==> src/logic/alu_ops_pkg.sv <==
`default_nettype none

package alu_ops_pkg;

    // Raw opcode field as it arrives at the pipeline input
    localparam int op_raw_width = 4;

    // Operations in raw code order, codes 0 to 7
    typedef enum logic [2:0] {
        op_add = 3'd0,
        op_sub = 3'd1,
        op_and = 3'd2,
        op_or  = 3'd3,
        op_xor = 3'd4,
        op_sll = 3'd5,
        op_srl = 3'd6,
        op_sra = 3'd7
    } alu_op_e;

    // One bit per raw code, set where the code is a legal operation
    localparam logic [(1 << op_raw_width) - 1:0] op_legal_mask = 16'h00ff;

endpackage

`default_nettype wire

==> src/logic/pipe_pkg.sv <==
`default_nettype none

package pipe_pkg;

    localparam int data_width  = 32;

    // Low bits of operand b that form the shift amount
    localparam int shift_width = 5;

    // Decode to execute payload
    typedef struct packed {
        alu_ops_pkg::alu_op_e    op;
        logic [data_width - 1:0] a;
        logic [data_width - 1:0] b;
        logic                    illegal;
    } decoded_t;

    // Execute to result payload
    typedef struct packed {
        logic [data_width - 1:0] value;
        logic                    illegal;
    } executed_t;

endpackage

`default_nettype wire

==> src/logic/pipe_links.sv <==
`timescale 1ns/1ps
`default_nettype none

// Link from decode into execute
interface decoded_if;

    alu_ops_pkg::alu_op_e              op;
    logic [pipe_pkg::data_width - 1:0] a;
    logic [pipe_pkg::data_width - 1:0] b;
    logic                              illegal;
    logic                              valid;
    logic                              ready;

    modport source (output op, a, b, illegal, valid, input ready);
    modport sink   (input op, a, b, illegal, valid, output ready);

endinterface

// Link from execute into result
interface executed_if;

    logic [pipe_pkg::data_width - 1:0] value;
    logic                              illegal;
    logic                              valid;
    logic                              ready;

    modport source (output value, illegal, valid, input ready);
    modport sink   (input value, illegal, valid, output ready);

endinterface

`default_nettype wire

==> src/logic/alu_pipe_top.sv <==
`timescale 1ns/1ps
`default_nettype none

module alu_pipe_top (
    input  wire                                   clk,
    input  wire                                   rst,

    input  wire [alu_ops_pkg::op_raw_width - 1:0] in_op,
    input  wire [pipe_pkg::data_width - 1:0]      in_a,
    input  wire [pipe_pkg::data_width - 1:0]      in_b,
    input  wire                                   in_valid,
    output logic                                  in_ready,

    output logic [pipe_pkg::data_width - 1:0]     out_value,
    output logic                                  out_zero,
    output logic                                  out_negative,
    output logic                                  out_illegal,
    output logic                                  out_valid,
    input  wire                                   out_ready
);

    decoded_if  dec_link ();
    executed_if exe_link ();

    decode_stage u_decode (
        .clk    (clk),
        .rst    (rst),
        .op_raw (in_op),
        .a      (in_a),
        .b      (in_b),
        .valid  (in_valid),
        .ready  (in_ready),
        .dec    (dec_link)
    );

    execute_stage u_execute (
        .clk (clk),
        .rst (rst),
        .dec (dec_link),
        .exe (exe_link)
    );

    result_stage u_result (
        .clk          (clk),
        .rst          (rst),
        .out_ready    (out_ready),
        .exe          (exe_link),
        .out_value    (out_value),
        .out_zero     (out_zero),
        .out_negative (out_negative),
        .out_illegal  (out_illegal),
        .out_valid    (out_valid)
    );

endmodule

`default_nettype wire

==> src/logic/bypass_buffer.sv <==
`timescale 1ns/1ps
`default_nettype none

module bypass_buffer #(
    parameter int WIDTH = 1
) (
    input  wire               clk,
    input  wire               rst,

    input  wire [WIDTH - 1:0] prev_data,
    input  wire               prev_valid,
    output logic              prev_ready,

    output logic [WIDTH - 1:0] next_data,
    output logic               next_valid,
    input  wire                next_ready
);

    logic [WIDTH - 1:0] store_q;
    logic               full_q;

    // Capture only while empty and the next stage is stalling
    always_ff @(posedge clk) begin
        if (!full_q && prev_valid && !next_ready) begin
            store_q <= prev_data;
        end
    end

    // Full stays set until the next stage takes the held item
    always_ff @(posedge clk) begin
        if (rst) begin
            full_q <= 1'b0;
        end else if (!full_q) begin
            full_q <= prev_valid & ~next_ready;
        end else begin
            full_q <= ~next_ready;
        end
    end

    // Ready comes from the full flag only and never from next_ready
    assign prev_ready = ~full_q;

    assign next_data  = full_q ? store_q : prev_data;
    assign next_valid = full_q | prev_valid;

endmodule

`default_nettype wire

==> src/logic/decode_stage.sv <==
`timescale 1ns/1ps
`default_nettype none

module decode_stage (
    input  wire                                clk,
    input  wire                                rst,

    input  wire [alu_ops_pkg::op_raw_width - 1:0] op_raw,
    input  wire [pipe_pkg::data_width - 1:0]      a,
    input  wire [pipe_pkg::data_width - 1:0]      b,
    input  wire                                   valid,
    output logic                                  ready,

    decoded_if.source                             dec
);

    localparam int payload_width = $bits(pipe_pkg::decoded_t);

    pipe_pkg::decoded_t payload;
    pipe_pkg::decoded_t buffered;
    logic               is_legal;

    assign is_legal = alu_ops_pkg::op_legal_mask[op_raw];

    // Legal codes map in order, illegal ones fall back to add
    always_comb begin
        payload.a       = a;
        payload.b       = b;
        payload.illegal = ~is_legal;
        if (is_legal) begin
            payload.op = alu_ops_pkg::alu_op_e'(op_raw[2:0]);
        end else begin
            payload.op = alu_ops_pkg::op_add;
        end
    end

    bypass_buffer #(
        .WIDTH (payload_width)
    ) u_dec_buffer (
        .clk        (clk),
        .rst        (rst),
        .prev_data  (payload),
        .prev_valid (valid),
        .prev_ready (ready),
        .next_data  (buffered),
        .next_valid (dec.valid),
        .next_ready (dec.ready)
    );

    assign dec.op      = buffered.op;
    assign dec.a       = buffered.a;
    assign dec.b       = buffered.b;
    assign dec.illegal = buffered.illegal;

endmodule

`default_nettype wire

==> src/logic/execute_stage.sv <==
`timescale 1ns/1ps
`default_nettype none

module execute_stage (
    input  wire       clk,
    input  wire       rst,

    decoded_if.sink   dec,
    executed_if.source exe
);

    localparam int payload_width = $bits(pipe_pkg::executed_t);

    logic [pipe_pkg::data_width - 1:0]  alu_value;
    logic [pipe_pkg::shift_width - 1:0] shamt;

    pipe_pkg::executed_t res_q;
    pipe_pkg::executed_t buffered;
    logic                res_valid_q;
    logic                buf_ready;
    logic                res_taken;
    logic                load;

    assign shamt = dec.b[pipe_pkg::shift_width - 1:0];

    always_comb begin
        case (dec.op)
            alu_ops_pkg::op_add: alu_value = dec.a + dec.b;
            alu_ops_pkg::op_sub: alu_value = dec.a - dec.b;
            alu_ops_pkg::op_and: alu_value = dec.a & dec.b;
            alu_ops_pkg::op_or:  alu_value = dec.a | dec.b;
            alu_ops_pkg::op_xor: alu_value = dec.a ^ dec.b;
            alu_ops_pkg::op_sll: alu_value = dec.a << shamt;
            alu_ops_pkg::op_srl: alu_value = dec.a >> shamt;
            alu_ops_pkg::op_sra: alu_value = $unsigned($signed(dec.a) >>> shamt);
            default:             alu_value = '0;
        endcase
        // Illegal items carry a zero value
        if (dec.illegal) begin
            alu_value = '0;
        end
    end

    // Register may reload in the same cycle its item moves on
    assign res_taken = res_valid_q & buf_ready;
    assign dec.ready = ~res_valid_q | res_taken;
    assign load      = dec.valid & dec.ready;

    always_ff @(posedge clk) begin
        if (load) begin
            res_q.value   <= alu_value;
            res_q.illegal <= dec.illegal;
        end
    end

    always_ff @(posedge clk) begin
        if (rst) begin
            res_valid_q <= 1'b0;
        end else if (load) begin
            res_valid_q <= 1'b1;
        end else if (res_taken) begin
            res_valid_q <= 1'b0;
        end
    end

    bypass_buffer #(
        .WIDTH (payload_width)
    ) u_exe_buffer (
        .clk        (clk),
        .rst        (rst),
        .prev_data  (res_q),
        .prev_valid (res_valid_q),
        .prev_ready (buf_ready),
        .next_data  (buffered),
        .next_valid (exe.valid),
        .next_ready (exe.ready)
    );

    assign exe.value   = buffered.value;
    assign exe.illegal = buffered.illegal;

endmodule

`default_nettype wire

==> src/logic/result_stage.sv <==
`timescale 1ns/1ps
`default_nettype none

module result_stage (
    input  wire                               clk,
    input  wire                               rst,
    input  wire                               out_ready,

    executed_if.sink                          exe,

    output logic [pipe_pkg::data_width - 1:0] out_value,
    output logic                              out_zero,
    output logic                              out_negative,
    output logic                              out_illegal,
    output logic                              out_valid
);

    logic load;

    // Accept when empty or when the held result leaves this cycle
    assign exe.ready = ~out_valid | out_ready;
    assign load      = exe.valid & exe.ready;

    // Flags derived at load time, held with the value under stall
    always_ff @(posedge clk) begin
        if (load) begin
            out_value    <= exe.value;
            out_zero     <= (exe.value == '0);
            out_negative <= exe.value[pipe_pkg::data_width - 1];
            out_illegal  <= exe.illegal;
        end
    end

    always_ff @(posedge clk) begin
        if (rst) begin
            out_valid <= 1'b0;
        end else if (load) begin
            out_valid <= 1'b1;
        end else if (out_ready) begin
            out_valid <= 1'b0;
        end
    end

endmodule

`default_nettype wire

==> config.mk <==
export PLATFORM = sky130hd
export DESIGN_NAME = alu_pipe_top
export DESIGN_NICKNAME = d
export VERILOG_FILES = /design/src/logic/alu_ops_pkg.sv /design/src/logic/pipe_pkg.sv /design/src/logic/pipe_links.sv /design/src/logic/alu_pipe_top.sv /design/src/logic/bypass_buffer.sv /design/src/logic/decode_stage.sv /design/src/logic/execute_stage.sv /design/src/logic/result_stage.sv
export SDC_FILE = /design/constraint.sdc
export NUM_CORES = 1
export LEC_CHECK = 0
export BUFFER_PORTS_ARGS = -buffer_cell sky130_fd_sc_hd__buf_2
export CAP_MARGIN = 10
export CORE_MARGIN = 3
export CORE_UTILIZATION = 39
export DETAILED_ROUTE_END_ITERATION = 10
export PLACE_DENSITY = 0.58
export SETUP_SLACK_MARGIN = 0.3
export SLEW_MARGIN = 25
export SYNTH_ARGS = -nofsm -noshare
export SYNTH_HDL_FRONTEND = slang
export SYNTH_HIERARCHICAL = 1
export SYNTH_SLANG_ARGS = --single-unit
==> constraint.sdc <==
create_clock -name clk -period 9.3 [get_ports clk]
set_clock_uncertainty 0.05 [all_clocks]
set_input_delay 1.395 -clock clk [delete_from_list [all_inputs] [get_ports clk]]
set_output_delay 1.395 -clock clk [all_outputs]
set_load 0.03 [all_outputs]
**After elaboration in Yosys (flattened, before gate mapping)**

Memory sizes are Yosys's and may differ from the RTL's.
Cells that the tools add are included.

- Bits in registers: 173
- Bits in latches: 0
- RAM bits: 0
- Memory bits (read-only): 16
- Input port bits: 72
- Output and inout bits: 37
- Logic and storage cells: 68
- Memories kept: 1

- $add $sub $neg: 2
- Multipliers: 0
- Divide/modulo/power cells: 0
- Magnitude comparators: 1
- Eq/ne operators: 7
- Shift-type cells: 3
- Mux-type cells: 11
- Bitwise gates (word level): 19
- Reduce and logical (&&, ||, !) cells: 12

Memories:

| name | words | bits a word | read ports | clocked after Yosys merged registers in | write ports | RTL line | source |
|---|---|---|---|---|---|---|---|
| (name not given) | 16 | 1 | 1 | 0 | 0 | decode_stage.sv:23 | `assign is_legal = alu_ops_pkg::op_legal_mask[op_raw];` |

Operators by type and width:

| kind | count |
|---|---|
| $pmux 32 s8 | 1 |
| $mux 68 | 1 |
| $mux 33 | 1 |
| $add 32x32->32 | 1 |
| $and 32x32->32 | 1 |
| $logic_not 32->1 | 1 |
| $or 32x32->32 | 1 |
| $shl 32x5->32 | 1 |
| $shr 32x5->32 | 1 |
| $sshr 32x5->32 | 1 |
| $sub 32x32->32 | 1 |
| $xor 32x32->32 | 1 |
| $eq 3x3->1 const B | 4 |
| $mux 1 | 7 |
| $not 1->1 | 7 |
| $eq 3x2->1 const B | 2 |
| $and 1x1->1 | 5 |
| $lt 4x5->1 const B | 1 |
| $logic_and 1x1->1 | 4 |
| $logic_not 1->1 | 4 |
| $or 1x1->1 | 4 |
| $reduce_bool 2->1 | 2 |
| $eq 3x1->1 const B | 1 |
| $logic_not 3->1 | 1 |
| $mux 3 | 1 |

**Longest topological paths before layout**

Gate-level depths: netlist of run 1.

- Word-level depth: 6
- Mapped depth: 24
- Gate-level depth less buffers: 18

**By module**

Netlist of run 1, hierarchy kept.

By module, submodules not included:

| module | times used | cells an instance | area each (um^2) | seq. area each (um^2) |
|---|---|---|---|---|
| execute_stage | 1 | 1,142 | 8,901.0 | 1,011.0 |
| bypass_buffer at u_decode.u_dec_buffer | 1 | 149 | 3,259.4 | 2,062.0 |
| bypass_buffer at u_execute.u_exe_buffer | 1 | 75 | 1,579.0 | 1,011.0 |
| result_stage | 1 | 51 | 1,142.3 | 1,041.0 |
| decode_stage | 1 | 3 | 18.8 | 0.0 |

**Worst setup path after synthesis of run 1**

Ideal clock, no wire load.

- Path type: input to register
- From: input in_valid
- To: register u_decode.u_dec_buffer.store_q[0] (enable)
- Library setup time: 0.591 ns
- Arrival: 6.309 ns
- Required time: 8.659 ns
- Setup slack: 2.350 ns
- Stages: 1
- Path buffers: 0
- Cells stage by stage: nor3b_1

- Longest elaborated chain between the ends: 2

Ends and longest elaborated chain:

| element | RTL line | source |
|---|---|---|
| start, declared | alu_pipe_top.sv:11 | `input wire in_valid,` |
| $logic_and 1x1->1 (2 in series) | bypass_buffer.sv:24 | `if (!full_q && prev_valid && !next_ready) begin` |
| end signal, assigned | bypass_buffer.sv:25 | `store_q <= prev_data;` |
| end, declared | bypass_buffer.sv:19 | `logic [WIDTH - 1:0] store_q;` |

No other way between the ends.
A chain may end at the register's enable or synchronous reset.

==> flow_metrics.py, run 1 <==
metrics = {
    "grt": {
        "overflow": 0,
        "grt_pass1_wl_um": 72600,
        "grt_max_degree": 69,
        "grt_use_total_pct": 23.4,
        "antenna_found_initial": 0,
        "grt_pass1_vias": 11333,
    },
    "cts": {
        "cts.clk_slew.worst_paths_ps": 80,
        "clockBufferDepth": 2,
        "cts_tree": "done",
        "clock_sinks": 172,
        "clk_latency_ps": 460,
        "hold_buffers": 0,
        "cts_root_buffer": "clkbuf_16",
        "cts_resized": 0,
        "cts_made_buffers": 17,
        "ctsHtreeMaxLevel": 4,
        "postCtsSetupBuffers": 0,
    },
    "synthesis": {
        "yosysSeqAreaShare_pct": 34.4,
        "synthCells": 1420,
        "yosysMostFrequentCell": "edfxtp_1",
        "synth_common_cells": "edfxtp_1 (168), nor2_1 (150), ha_1 (97)",
        "synth.distinct_cells": 91,
        "synth-seq-cells": 172,
        "yosysWarnings": 6,
        "yosysTopAreaCell": "edfxtp_1",
        "syn-cell-area_um2": 14900,
        "netlist.area_leader.share_pct": 33.9,
        "synth_edf_count": 168,
        "synth_area_leaders": "edfxtp_1 (34%), mux2_4 (9.7%), ha_1 (8.1%)",
        "async_flop_share_pct": 0,
        "synth_flop_cell": "edfxtp_1",
        "synth_nets": 1590,
        "syn-mean-instance-area_um2": 10.5,
    },
    "setup_path": {
        "cpMostUsedCell": "nor2_1",
        "crit_family": "compound AO/OA/AOI/OAI gates",
        "crit_path_start": "in_op[3]",
        "path_buf_inv": 2,
        "max_stage_delay_ps": 560,
        "cp_cell_sequence": "buf_2 > nor2b_1 > mux2_4 > inv_2 > nor2_1 > nor2_1 > xnor2_1 > ha_1 > a211oi_1 > o21bai_1 > a21oi_1 > o31a_1 > o21ai_0 > xor2_1 > a221oi_1 > nor2_1",
        "critPathSlowestCell": "mux2_4",
        "cp.required_ps": 9450,
        "cp-end-kind": "flip-flop",
        "arrival_ps": 5850,
        "cp-start-kind": "primary input",
        "r2r-start": "u_decode/u_dec_buffer/full_q$_SDFF_PP0_",
        "criticalPathCategory": "in -> reg",
        "critPathMaxFanout": 55,
    },
    "min_path": {
        "hold_class": "reg -> reg",
        "worstHoldStart": "u_execute/res_q[5]$_SDFFCE_PP0P_",
    },
    "power": {
        "pwr-share-seq_pct": 39.1,
        "cellPowerDensity_nw_per_um2": 142,
        "clkPwrFrac_pct": 31.1,
        "switchingPower_mw": 0.790,
        "p_sw_share_pct": 34.2,
        "internal_power_mw": 1.52,
        "power.leakage_nw": 6.16,
        "p_comb_share_pct": 29.8,
        "p_total_mw": 2.31,
        "peakVddDrop_mv": 0.132,
    },
    "sta": {
        "fin_crit_sh_pct": 61.3,
        "fmax_ghz": 0.175,
        "max_slew_margin_pct": 33.7,
        "setup_tns_ps": 0,
        "finalSetupViolations": 0,
        "tightest_slew_ps": 982,
        "rsz0062_at_grt": "false",
        "maxSlewViolCount": 0,
        "fin_ws_ps": 3600,
        "hold_viol": 0,
        "min_period_ps": 5700,
    },
    "cells_and_area": {
        "fillers": 3647,
        "nNetsFinal": 1641,
        "antennaDiodeCount": 0,
        "fin_area_um2": 16200,
        "syn_to_final_growth_pct": 8.99,
        "drive_above_1_share_pct": 23.2,
    },
    "die": {
        "fp.dieW_um": 201,
        "die-area_um2": 40600,
        "die_h_um": 201,
        "rows": 70,
        "core_um2": 37100,
        "io_pins": 109,
        "initial_utilization_pct": 40.1,
    },
    "drt": {
        "vias": 11950,
        "avgRoutedWirePerCell_um": 24.3,
        "drc": 0,
        "drt_wl_total_um": 48300,
        "drt_iter0_drc": 1240,
        "ant_nets": 0,
        "viasPerCell": 6.01,
        "dr.pass1.iters": 6,
    },
    "outcome": {
        "outcome": "completed",
    },
    "placed_design": {
        "dp_slack_ps": 3260,
        "dp_hpwl_um": 36600,
        "portBuffers": 108,
        "placed_area_um2": 15600,
        "place_congestion": 1.01,
    },
    "run": {
        "cap_violations": 0,
    },
}
## placed cells by master, fill, tap and decap left out, drive strengths merged, types with 12 or more instances in the layout
cell type,instances
a211oi,19
a21oi,97
a221oi,12
a31oi,12
buf,128
clkbuf,17
clkinv,12
edfxtp,168
ha,97
inv,82
mux2,109
mux2i,36
mux4,55
nand2,94
nand3,14
nand4,13
nor2,150
nor3,28
nor4,16
o21ai,98
xnor2,47
## worst reg2reg max path, stage by stage, from the launching register on
cell and delay, ps:
dfxtp_4 850, mux2_4 630, nor4_4 440, nand4_1 250
nor4_2 390, nand2_1 230, nor2_1 270, nor2_1 90
xnor2_1 130, ha_1 380, a21o_1 210, a21o_1 170
a21oi_1 200, o21ai_0 130, a211oi_1 340, a21bo_1 190
a2111oi_0 120, a211o_1 310
## cells by family after synthesis
kind of cell	synth area share (%)
xor+xnor	3.00
simple gates	11.7
buf+inv	6.05
fa+ha+maj	8.28
mux	21.5
compound gates	15.1
flops	34.4
## per-layer routing
metal | global-route usage [%] | wire (µm) | part of all wire (%) | vias up
met1 | 33.1 | 21500 | 45 | 5855
met2 | 35.5 | 21200 | 44 | 551
li1 | - | - | - | 5456
met3 | 4.64 | 3600 | 7.5 | 88
met5 | 0 | 0 | 0 | -
met4 | 8.75 | 1910 | 4.0 | 0
## power groups by stage
stage,combinational [mW],sequential [mW],clock (mW)
floorplan,0.460,0.936,0
global placement,0.674,0.918,0
finish,0.689,0.901,0.718
detailed placement,0.674,0.920,0
CTS,0.677,0.902,0.746
global route,0.743,0.905,0.775
## sequential cells by signal (all words and copies together) (netlist names)
register / cells
u_execute/res_valid_q: 1
u_decode/u_dec_buffer/store_q: 68
u_result/out_zero: 1
u_execute/u_exe_buffer/store_q: 33
u_execute/res_q: 33
u_result/out_illegal: 1
u_result/out_valid: 1
u_execute/u_exe_buffer/full_q: 1
u_result/out_value: 32
u_decode/u_dec_buffer/full_q: 1
## worst paths after layout
kind	to	slack, ps	cells after the start
hold / removal	u_execute/u_exe_buffer/store_q[5]$_DFFE_PP_	400	0
hold reg to reg	u_execute/u_exe_buffer/store_q[5]$_DFFE_PP_	400	0
setup / recovery	u_execute/res_q[17]$_SDFFCE_PP0P_	3600	16
setup reg to reg	u_execute/res_q[31]$_SDFFCE_PP0P_	3680	17
## area by class of cell
type | count | area [µm²] | share of cell area [%]
Inverter | 79 | 297 | 1.83
Clock buffer | 17 | 425 | 2.62
Clock inverter | 15 | 178 | 1.09
Multi-Input combinational cell | 1073 | 8890 | 54.7
Timing Repair Buffer | 128 | 691 | 4.25
Tap cell | 504 | 631 | 3.88
Sequential cell | 172 | 5130 | 31.6
## per-stage QoR
stage                     util (%)  hold WS (ps)  cells
after floorplan                  -           372   1420
after global placement        42.1           387   1956
after detailed placement      42.1           391   1956
after CTS                     43.7           408   1988
after global routing          43.7           421   1988
final                         43.7           403   1988
Note: power is estimated with default switching activity, not from simulation.
==> inputs of run 2 (changes only) <==
--- a/config.mk
+++ b/config.mk
@@ -10,7 +10,7 @@
 export CORE_MARGIN = 3
 export CORE_UTILIZATION = 39
 export DETAILED_ROUTE_END_ITERATION = 10
-export PLACE_DENSITY = 0.58
+export PLACE_DENSITY = 0.6
 export SETUP_SLACK_MARGIN = 0.3
 export SLEW_MARGIN = 25
 export SYNTH_ARGS = -nofsm -noshare
==> constraint.sdc (replaced) <==
create_clock -name clk -period 4.8 [get_ports clk]
set_clock_uncertainty 0.05 [all_clocks]
set_input_delay 0.72 -clock clk [delete_from_list [all_inputs] [get_ports clk]]
set_output_delay 0.72 -clock clk [all_outputs]
set_load 0.03 [all_outputs]
==> run 2 against run 1 <==
Combinational power up 110%. Sequential power up 94%. Wire length up 6.8%. Critical path type is now reg -> reg. Register-to-register slack worse by 3300 ps. Largest power group unchanged. Clock power up 100%.
==> flow_metrics.py, run 2 (synthesized netlist as in run 1, its figures left out) <==
metrics = {
    "outcome": {
        "outcome": "completed",
    },
    "placed_design": {
        "place_congestion": 1.01,
        "dp_slack_ps": -124,
        "placed_area_um2": 16300,
        "dp.cells": 2037,
        "dp_hpwl_um": 39100,
        "portBuffers": 108,
    },
    "die": {
        "die-area_um2": 40600,
        "fp.dieW_um": 201,
        "core_um2": 37100,
        "rows": 70,
        "io_pins": 109,
        "die_h_um": 201,
        "initial_utilization_pct": 40.1,
    },
    "cts": {
        "cts_root_buffer": "clkbuf_16",
        "cts.clk_slew.worst_paths_ps": 80,
        "clock_sinks": 172,
        "clk_latency_ps": 470,
        "ctsHtreeMaxLevel": 4,
        "cts_made_buffers": 17,
        "clockBufferDepth": 2,
        "cts_tree": "done",
        "hold_buffers": 0,
    },
    "drt": {
        "drc": 0,
        "drt_wl_total_um": 51500,
        "vias": 12362,
        "ant_nets": 0,
        "viasPerCell": 5.95,
        "drt_iter0_drc": 1443,
        "avgRoutedWirePerCell_um": 24.8,
        "dr.pass1.iters": 8,
    },
    "power": {
        "peakVddDrop_mv": 0.337,
        "power.leakage_nw": 6.68,
        "cellPowerDensity_nw_per_um2": 272,
        "p_total_mw": 4.68,
    },
    "sta": {
        "finalSetupViolations": 0,
        "whs_ps": 392,
        "min_period_ps": 4430,
        "hold_viol": 0,
        "fin_ws_ps": 374,
        "fin_crit_sh_pct": 92.2,
        "max_slew_margin_pct": 36.0,
        "maxSlewViolCount": 0,
        "setup_tns_ps": 0,
        "tightest_slew_ps": 952,
        "fmax_ghz": 0.226,
        "rsz0062_at_grt": "true",
    },
    "setup_path": {
        "cp-start-kind": "flip-flop",
        "rrSetupSlack_ps": 370,
        "r2r-end": "u_execute/res_q[25]$_SDFFCE_PP0P_",
        "cp.required_ps": 5080,
        "cpMostUsedCell": "buf_4",
        "criticalPathCategory": "reg -> reg",
        "ff2ff_path_depth": 18,
        "arrival_ps": 4700,
        "critPathMaxFanout": 6,
        "cp-end-kind": "flip-flop",
        "r2r-start": "u_decode/u_dec_buffer/full_q$_SDFF_PP0_",
        "critPathSlowestCell": "or4_4",
        "max_stage_delay_ps": 560,
        "cp_cell_sequence": "buf_4 > buf_4 > mux2_4 > nor4_4 > nand4_1 > buf_6 > nor4_4 > buf_4 > a31oi_2 > xnor2_1 > ha_1 > nand2_2 > or4_4 > o211ai_4 > nand4_1 > o21ba_1 > or4_1 > nand3_1",
    },
    "cells_and_area": {
        "largest_reg_flops": 68,
        "nNetsFinal": 1732,
        "fillers": 3579,
        "antennaDiodeCount": 0,
        "final_common_cell": "edfxtp_1",
        "largestRegisters": "u_decode/u_dec_buffer/store_q (68), u_execute/res_q (33), u_execute/u_exe_buffer/store_q (33)",
        "multi_input_area_um2": 9120,
        "final_core_util_pct": 46.3,
        "syn_to_final_growth_pct": 15.4,
        "finalNonFillerCells": 2079,
        "seq_area_um2": 5130,
        "layout_common_cells": "edfxtp_1 (168), nor2_1 (147), buf_2 (108), buf_4 (107), mux2_4 (96)",
        "fin_area_um2": 17200,
        "largest-register": "u_decode/u_dec_buffer/store_q",
        "drive_above_1_share_pct": 29.8,
    },
    "min_path": {
        "min_path_cells": 1,
        "hold_class": "in -> reg",
        "min_to": "u_decode/u_dec_buffer/store_q[56]$_DFFE_PP_",
        "worstHoldStart": "in_a[23]",
    },
    "grt": {
        "grt_pass1_wl_um": 76900,
        "grt_max_degree": 70,
        "grt_use_total_pct": 24.9,
        "antenna_found_initial": 0,
        "overflow": 0,
        "grt_pass1_vias": 11866,
    },
    "run": {
        "cap_violations": 0,
    },
}
==> run 2: final cells by class <==
class	instances	share of cell area, %
repair buffers	219	8.13
clock inverters	15	1.10
inverters	79	1.73
multi-input cells	1073	53.1
flip-flops and latches	172	29.8
clock buffers	17	2.47
well taps	504	3.67
==> run 2: worst max-delay path, delay by kind of cell (launching register included) <==
family / cells / cell delay [ps]
and+or+nand+nor: 8 / 1920
AOI/OAI and AO/OA: 3 / 550
muxes: 1 / 310
DFF: 1 / 370
buffers and inverters: 4 / 610
adders and majority gates: 1 / 320
xor gates and xnor gates: 1 / 130
==> run 2: worst max path at each step <==
stage / start / depth (start not counted) / end / slack, ps
after global placement: in_b[10] / 16 / u_execute/res_q[29]$_SDFFCE_PP0P_ / -90
final: u_decode/u_dec_buffer/full_q$_SDFF_PP0_ / 18 / u_execute/res_q[25]$_SDFFCE_PP0P_ / 370
after floorplan: in_b[0] / 18 / u_execute/res_q[25]$_SDFFCE_PP0P_ / 310
after CTS: u_decode/u_dec_buffer/full_q$_SDFF_PP0_ / 19 / u_execute/res_q[31]$_SDFFCE_PP0P_ / 310
after global routing: u_decode/u_dec_buffer/full_q$_SDFF_PP0_ / 20 / u_execute/res_q[23]$_SDFFCE_PP0P_ / 140
after detailed placement: in_b[10] / 16 / u_execute/res_q[29]$_SDFFCE_PP0P_ / -120
==> run 2: timing repair <==
| item | 4_1_cts | 5_1_grt |
|---|---|---|
| pin swaps | 1 | 10 |
| gates resized for setup | 2 | 41 |
| buffers inserted | 4 | 6 |
| endpoints found under the setup margin | 8 | 16 |
==> run 2: layer usage <==
| layer | part of all wire, % | track usage (%) | wire length [µm] | vias to the layer above |
|---|---|---|---|---|
| li1 | - | - | - | 5653 |
| met1 | 44 | 35.3 | 22800 | 5988 |
| met2 | 43 | 37.7 | 22300 | 628 |
| met3 | 8.7 | 5.10 | 4470 | 93 |
| met4 | 3.8 | 9.42 | 1980 | 0 |
| met5 | 0 | 0 | 0 | - |
==> run 2: report_power, final <==
part / internal, mW / switching (mW) / leakage [nW] / total [mW]
sequential: 1.72 / 0.0226 / 1.60 / 1.75
combinational: 0.609 / 0.872 / 4.78 / 1.48
clock: 0.753 / 0.703 / 0.302 / 1.46
total: 3.09 / 1.60 / 6.68 / 4.68
==> inputs of run 3 (changes only) <==
--- a/config.mk
+++ b/config.mk
@@ -7,10 +7,12 @@
 export LEC_CHECK = 0
 export BUFFER_PORTS_ARGS = -buffer_cell sky130_fd_sc_hd__buf_2
 export CAP_MARGIN = 10
+export CELL_PAD_IN_SITES_DETAIL_PLACEMENT = 0
+export CELL_PAD_IN_SITES_GLOBAL_PLACEMENT = 2
 export CORE_MARGIN = 3
-export CORE_UTILIZATION = 39
+export CORE_UTILIZATION = 37
 export DETAILED_ROUTE_END_ITERATION = 10
-export PLACE_DENSITY = 0.6
+export PLACE_DENSITY = 0.8
 export SETUP_SLACK_MARGIN = 0.3
 export SLEW_MARGIN = 25
 export SYNTH_ARGS = -nofsm -noshare
==> run 3 against run 2 <==
Non-clock buffer count up 15. Critical path depth down 1. Final area up 1.9%. Critical endpoint unchanged. Register-to-register slack worse by 120 ps. First-iteration DRC count down 9.1%. Clock power about the same. Largest power group unchanged. Sequential power about the same. Flip-flop and latch count unchanged. Setup slack worse by 120 ps.
==> flow_metrics.py, run 3 (synthesized netlist as in run 1, its figures left out) <==
metrics = {
    "drt": {
        "drc": 0,
        "avgRoutedWirePerCell_um": 25.0,
        "ant_nets": 0,
        "dr.pass1.iters": 6,
        "vias": 12361,
        "drt_iter0_drc": 1312,
        "viasPerCell": 5.86,
        "drt_wl_total_um": 52700,
    },
    "sta": {
        "finalSetupViolations": 0,
        "setup_tns_ps": 0,
        "tightest_slew_ps": 983,
        "min_period_ps": 4550,
        "hold_viol": 0,
        "fin_crit_sh_pct": 94.8,
        "rsz0062_at_grt": "true",
        "fmax_ghz": 0.220,
        "max_slew_margin_pct": 33.9,
        "maxSlewViolCount": 0,
    },
    "cells_and_area": {
        "final_core_util_pct": 44.7,
        "syn_to_final_growth_pct": 17.5,
        "antennaDiodeCount": 0,
        "layout_common_cells": "edfxtp_1 (168), nor2_1 (146), buf_4 (115), buf_2 (108), mux2_4 (96)",
        "largest-register": "u_decode/u_dec_buffer/store_q",
        "finalNonFillerCells": 2108,
        "largestRegisters": "u_decode/u_dec_buffer/store_q (68), u_execute/res_q (33), u_execute/u_exe_buffer/store_q (33)",
        "fin_area_um2": 17500,
        "final_common_cell": "edfxtp_1",
        "drive_above_1_share_pct": 31.1,
        "largest_reg_flops": 68,
        "nNetsFinal": 1747,
    },
    "setup_path": {
        "critPathMaxFanout": 6,
        "cp.required_ps": 5080,
        "path_buf_inv": 3,
        "critPathSlowestCell": "or4_4",
        "max_stage_delay_ps": 540,
        "cp-end-kind": "flip-flop",
        "crit_family": "simple AND/OR/NAND/NOR gates",
        "r2r-start": "u_decode/u_dec_buffer/full_q$_SDFF_PP0_",
        "arrival_ps": 4830,
        "r2r-end": "u_execute/res_q[25]$_SDFFCE_PP0P_",
        "rrSetupSlack_ps": 250,
        "criticalPathCategory": "reg -> reg",
        "cp-start-kind": "flip-flop",
        "ff2ff_path_depth": 17,
        "cp_cell_sequence": "buf_12 > buf_4 > mux2_4 > nor4_4 > nand4_1 > nor4_4 > buf_4 > a31oi_4 > xnor2_2 > ha_1 > nand2_2 > or4_4 > o211ai_4 > nand4_1 > o21ba_1 > or4_1 > nand3_2",
    },
    "placed_design": {
        "dp_hpwl_um": 40000,
        "portBuffers": 108,
        "place_congestion": 1.00,
        "placed_area_um2": 16400,
        "dp.cells": 2056,
    },
    "cts": {
        "clockBufferDepth": 2,
        "cts.clk_slew.worst_paths_ps": 80,
        "clk_latency_ps": 460,
        "cts_tree": "done",
        "clock_sinks": 172,
        "ctsHtreeMaxLevel": 4,
        "cts_made_buffers": 17,
        "cts_root_buffer": "clkbuf_16",
        "hold_buffers": 0,
    },
    "power": {
        "cellPowerDensity_nw_per_um2": 272,
        "peakVddDrop_mv": 0.266,
        "p_total_mw": 4.77,
        "power.leakage_nw": 6.83,
    },
    "die": {
        "fp.dieW_um": 207,
        "core_um2": 39200,
        "die_h_um": 207,
        "initial_utilization_pct": 38.0,
        "die-area_um2": 42700,
        "rows": 72,
        "io_pins": 109,
    },
    "min_path": {
        "min_path_cells": 1,
        "worstHoldStart": "in_b[8]",
        "hold_class": "in -> reg",
        "min_to": "u_decode/u_dec_buffer/store_q[9]$_DFFE_PP_",
    },
    "grt": {
        "grt_max_degree": 75,
        "antenna_found_initial": 0,
        "grt_pass1_vias": 11944,
        "overflow": 0,
        "grt_use_total_pct": 24.7,
        "grt_pass1_wl_um": 77900,
    },
    "run": {
        "cap_violations": 0,
    },
    "outcome": {
        "outcome": "completed",
    },
}
run 3: area by class of cell:
class,instances,area (µm²)
fill,3776,21700
multi-input combinational,1073,9230
sequential,172,5130
timing repair buffer,234,1580
tap,518,648
clock buffer,18,429
inverter,79,297
clock inverter,14,196
run 3: how the worst max path moves through the flow:
stage,depth (start not counted),endpoint,from
after global placement,18,u_execute/res_q[17]$_SDFFCE_PP0P_,in_op[1]
after CTS,18,u_execute/res_q[17]$_SDFFCE_PP0P_,u_decode/u_dec_buffer/full_q$_SDFF_PP0_
after detailed placement,17,u_execute/res_q[23]$_SDFFCE_PP0P_,in_b[10]
final,17,u_execute/res_q[25]$_SDFFCE_PP0P_,u_decode/u_dec_buffer/full_q$_SDFF_PP0_
after global routing,18,u_execute/res_q[27]$_SDFFCE_PP0P_,u_decode/u_dec_buffer/full_q$_SDFF_PP0_
after floorplan,18,u_execute/res_q[25]$_SDFFCE_PP0P_,in_b[0]
run 3: repair_timing:
item	4_1_cts	5_1_grt
resized for setup	7	57
setup buffers	2	18
pin swaps	1	33
endpoints found under the setup margin	11	18
run 3: routing by layer:
| layer | GRT usage (%) | vias to the layer above | part of all wire, % |
|---|---|---|---|
| li1 | - | 5678 | - |
| met1 | 35.1 | 6043 | 45 |
| met2 | 37.5 | 535 | 44 |
| met3 | 4.11 | 105 | 7.4 |
| met4 | 10.4 | 0 | 4.1 |
| met5 | 0 | - | 0 |
run 3: where the power goes:
group / total (mW) / switching, mW / leakage, nW / internal, mW
Combinational: 1.54 / 0.890 / 4.92 / 0.649
Sequential: 1.75 / 0.0235 / 1.60 / 1.72
Clock: 1.48 / 0.681 / 0.302 / 0.799
run 3: metrics by stage:
stage          hold WS [ps]  setup WS [ps]
5_1_grt                 370            105
2_1_floorplan           372            313
6_report                390            249
4_1_cts                 359            306
3_3_place_gp            389           -107
3_5_place_dp            389           -147
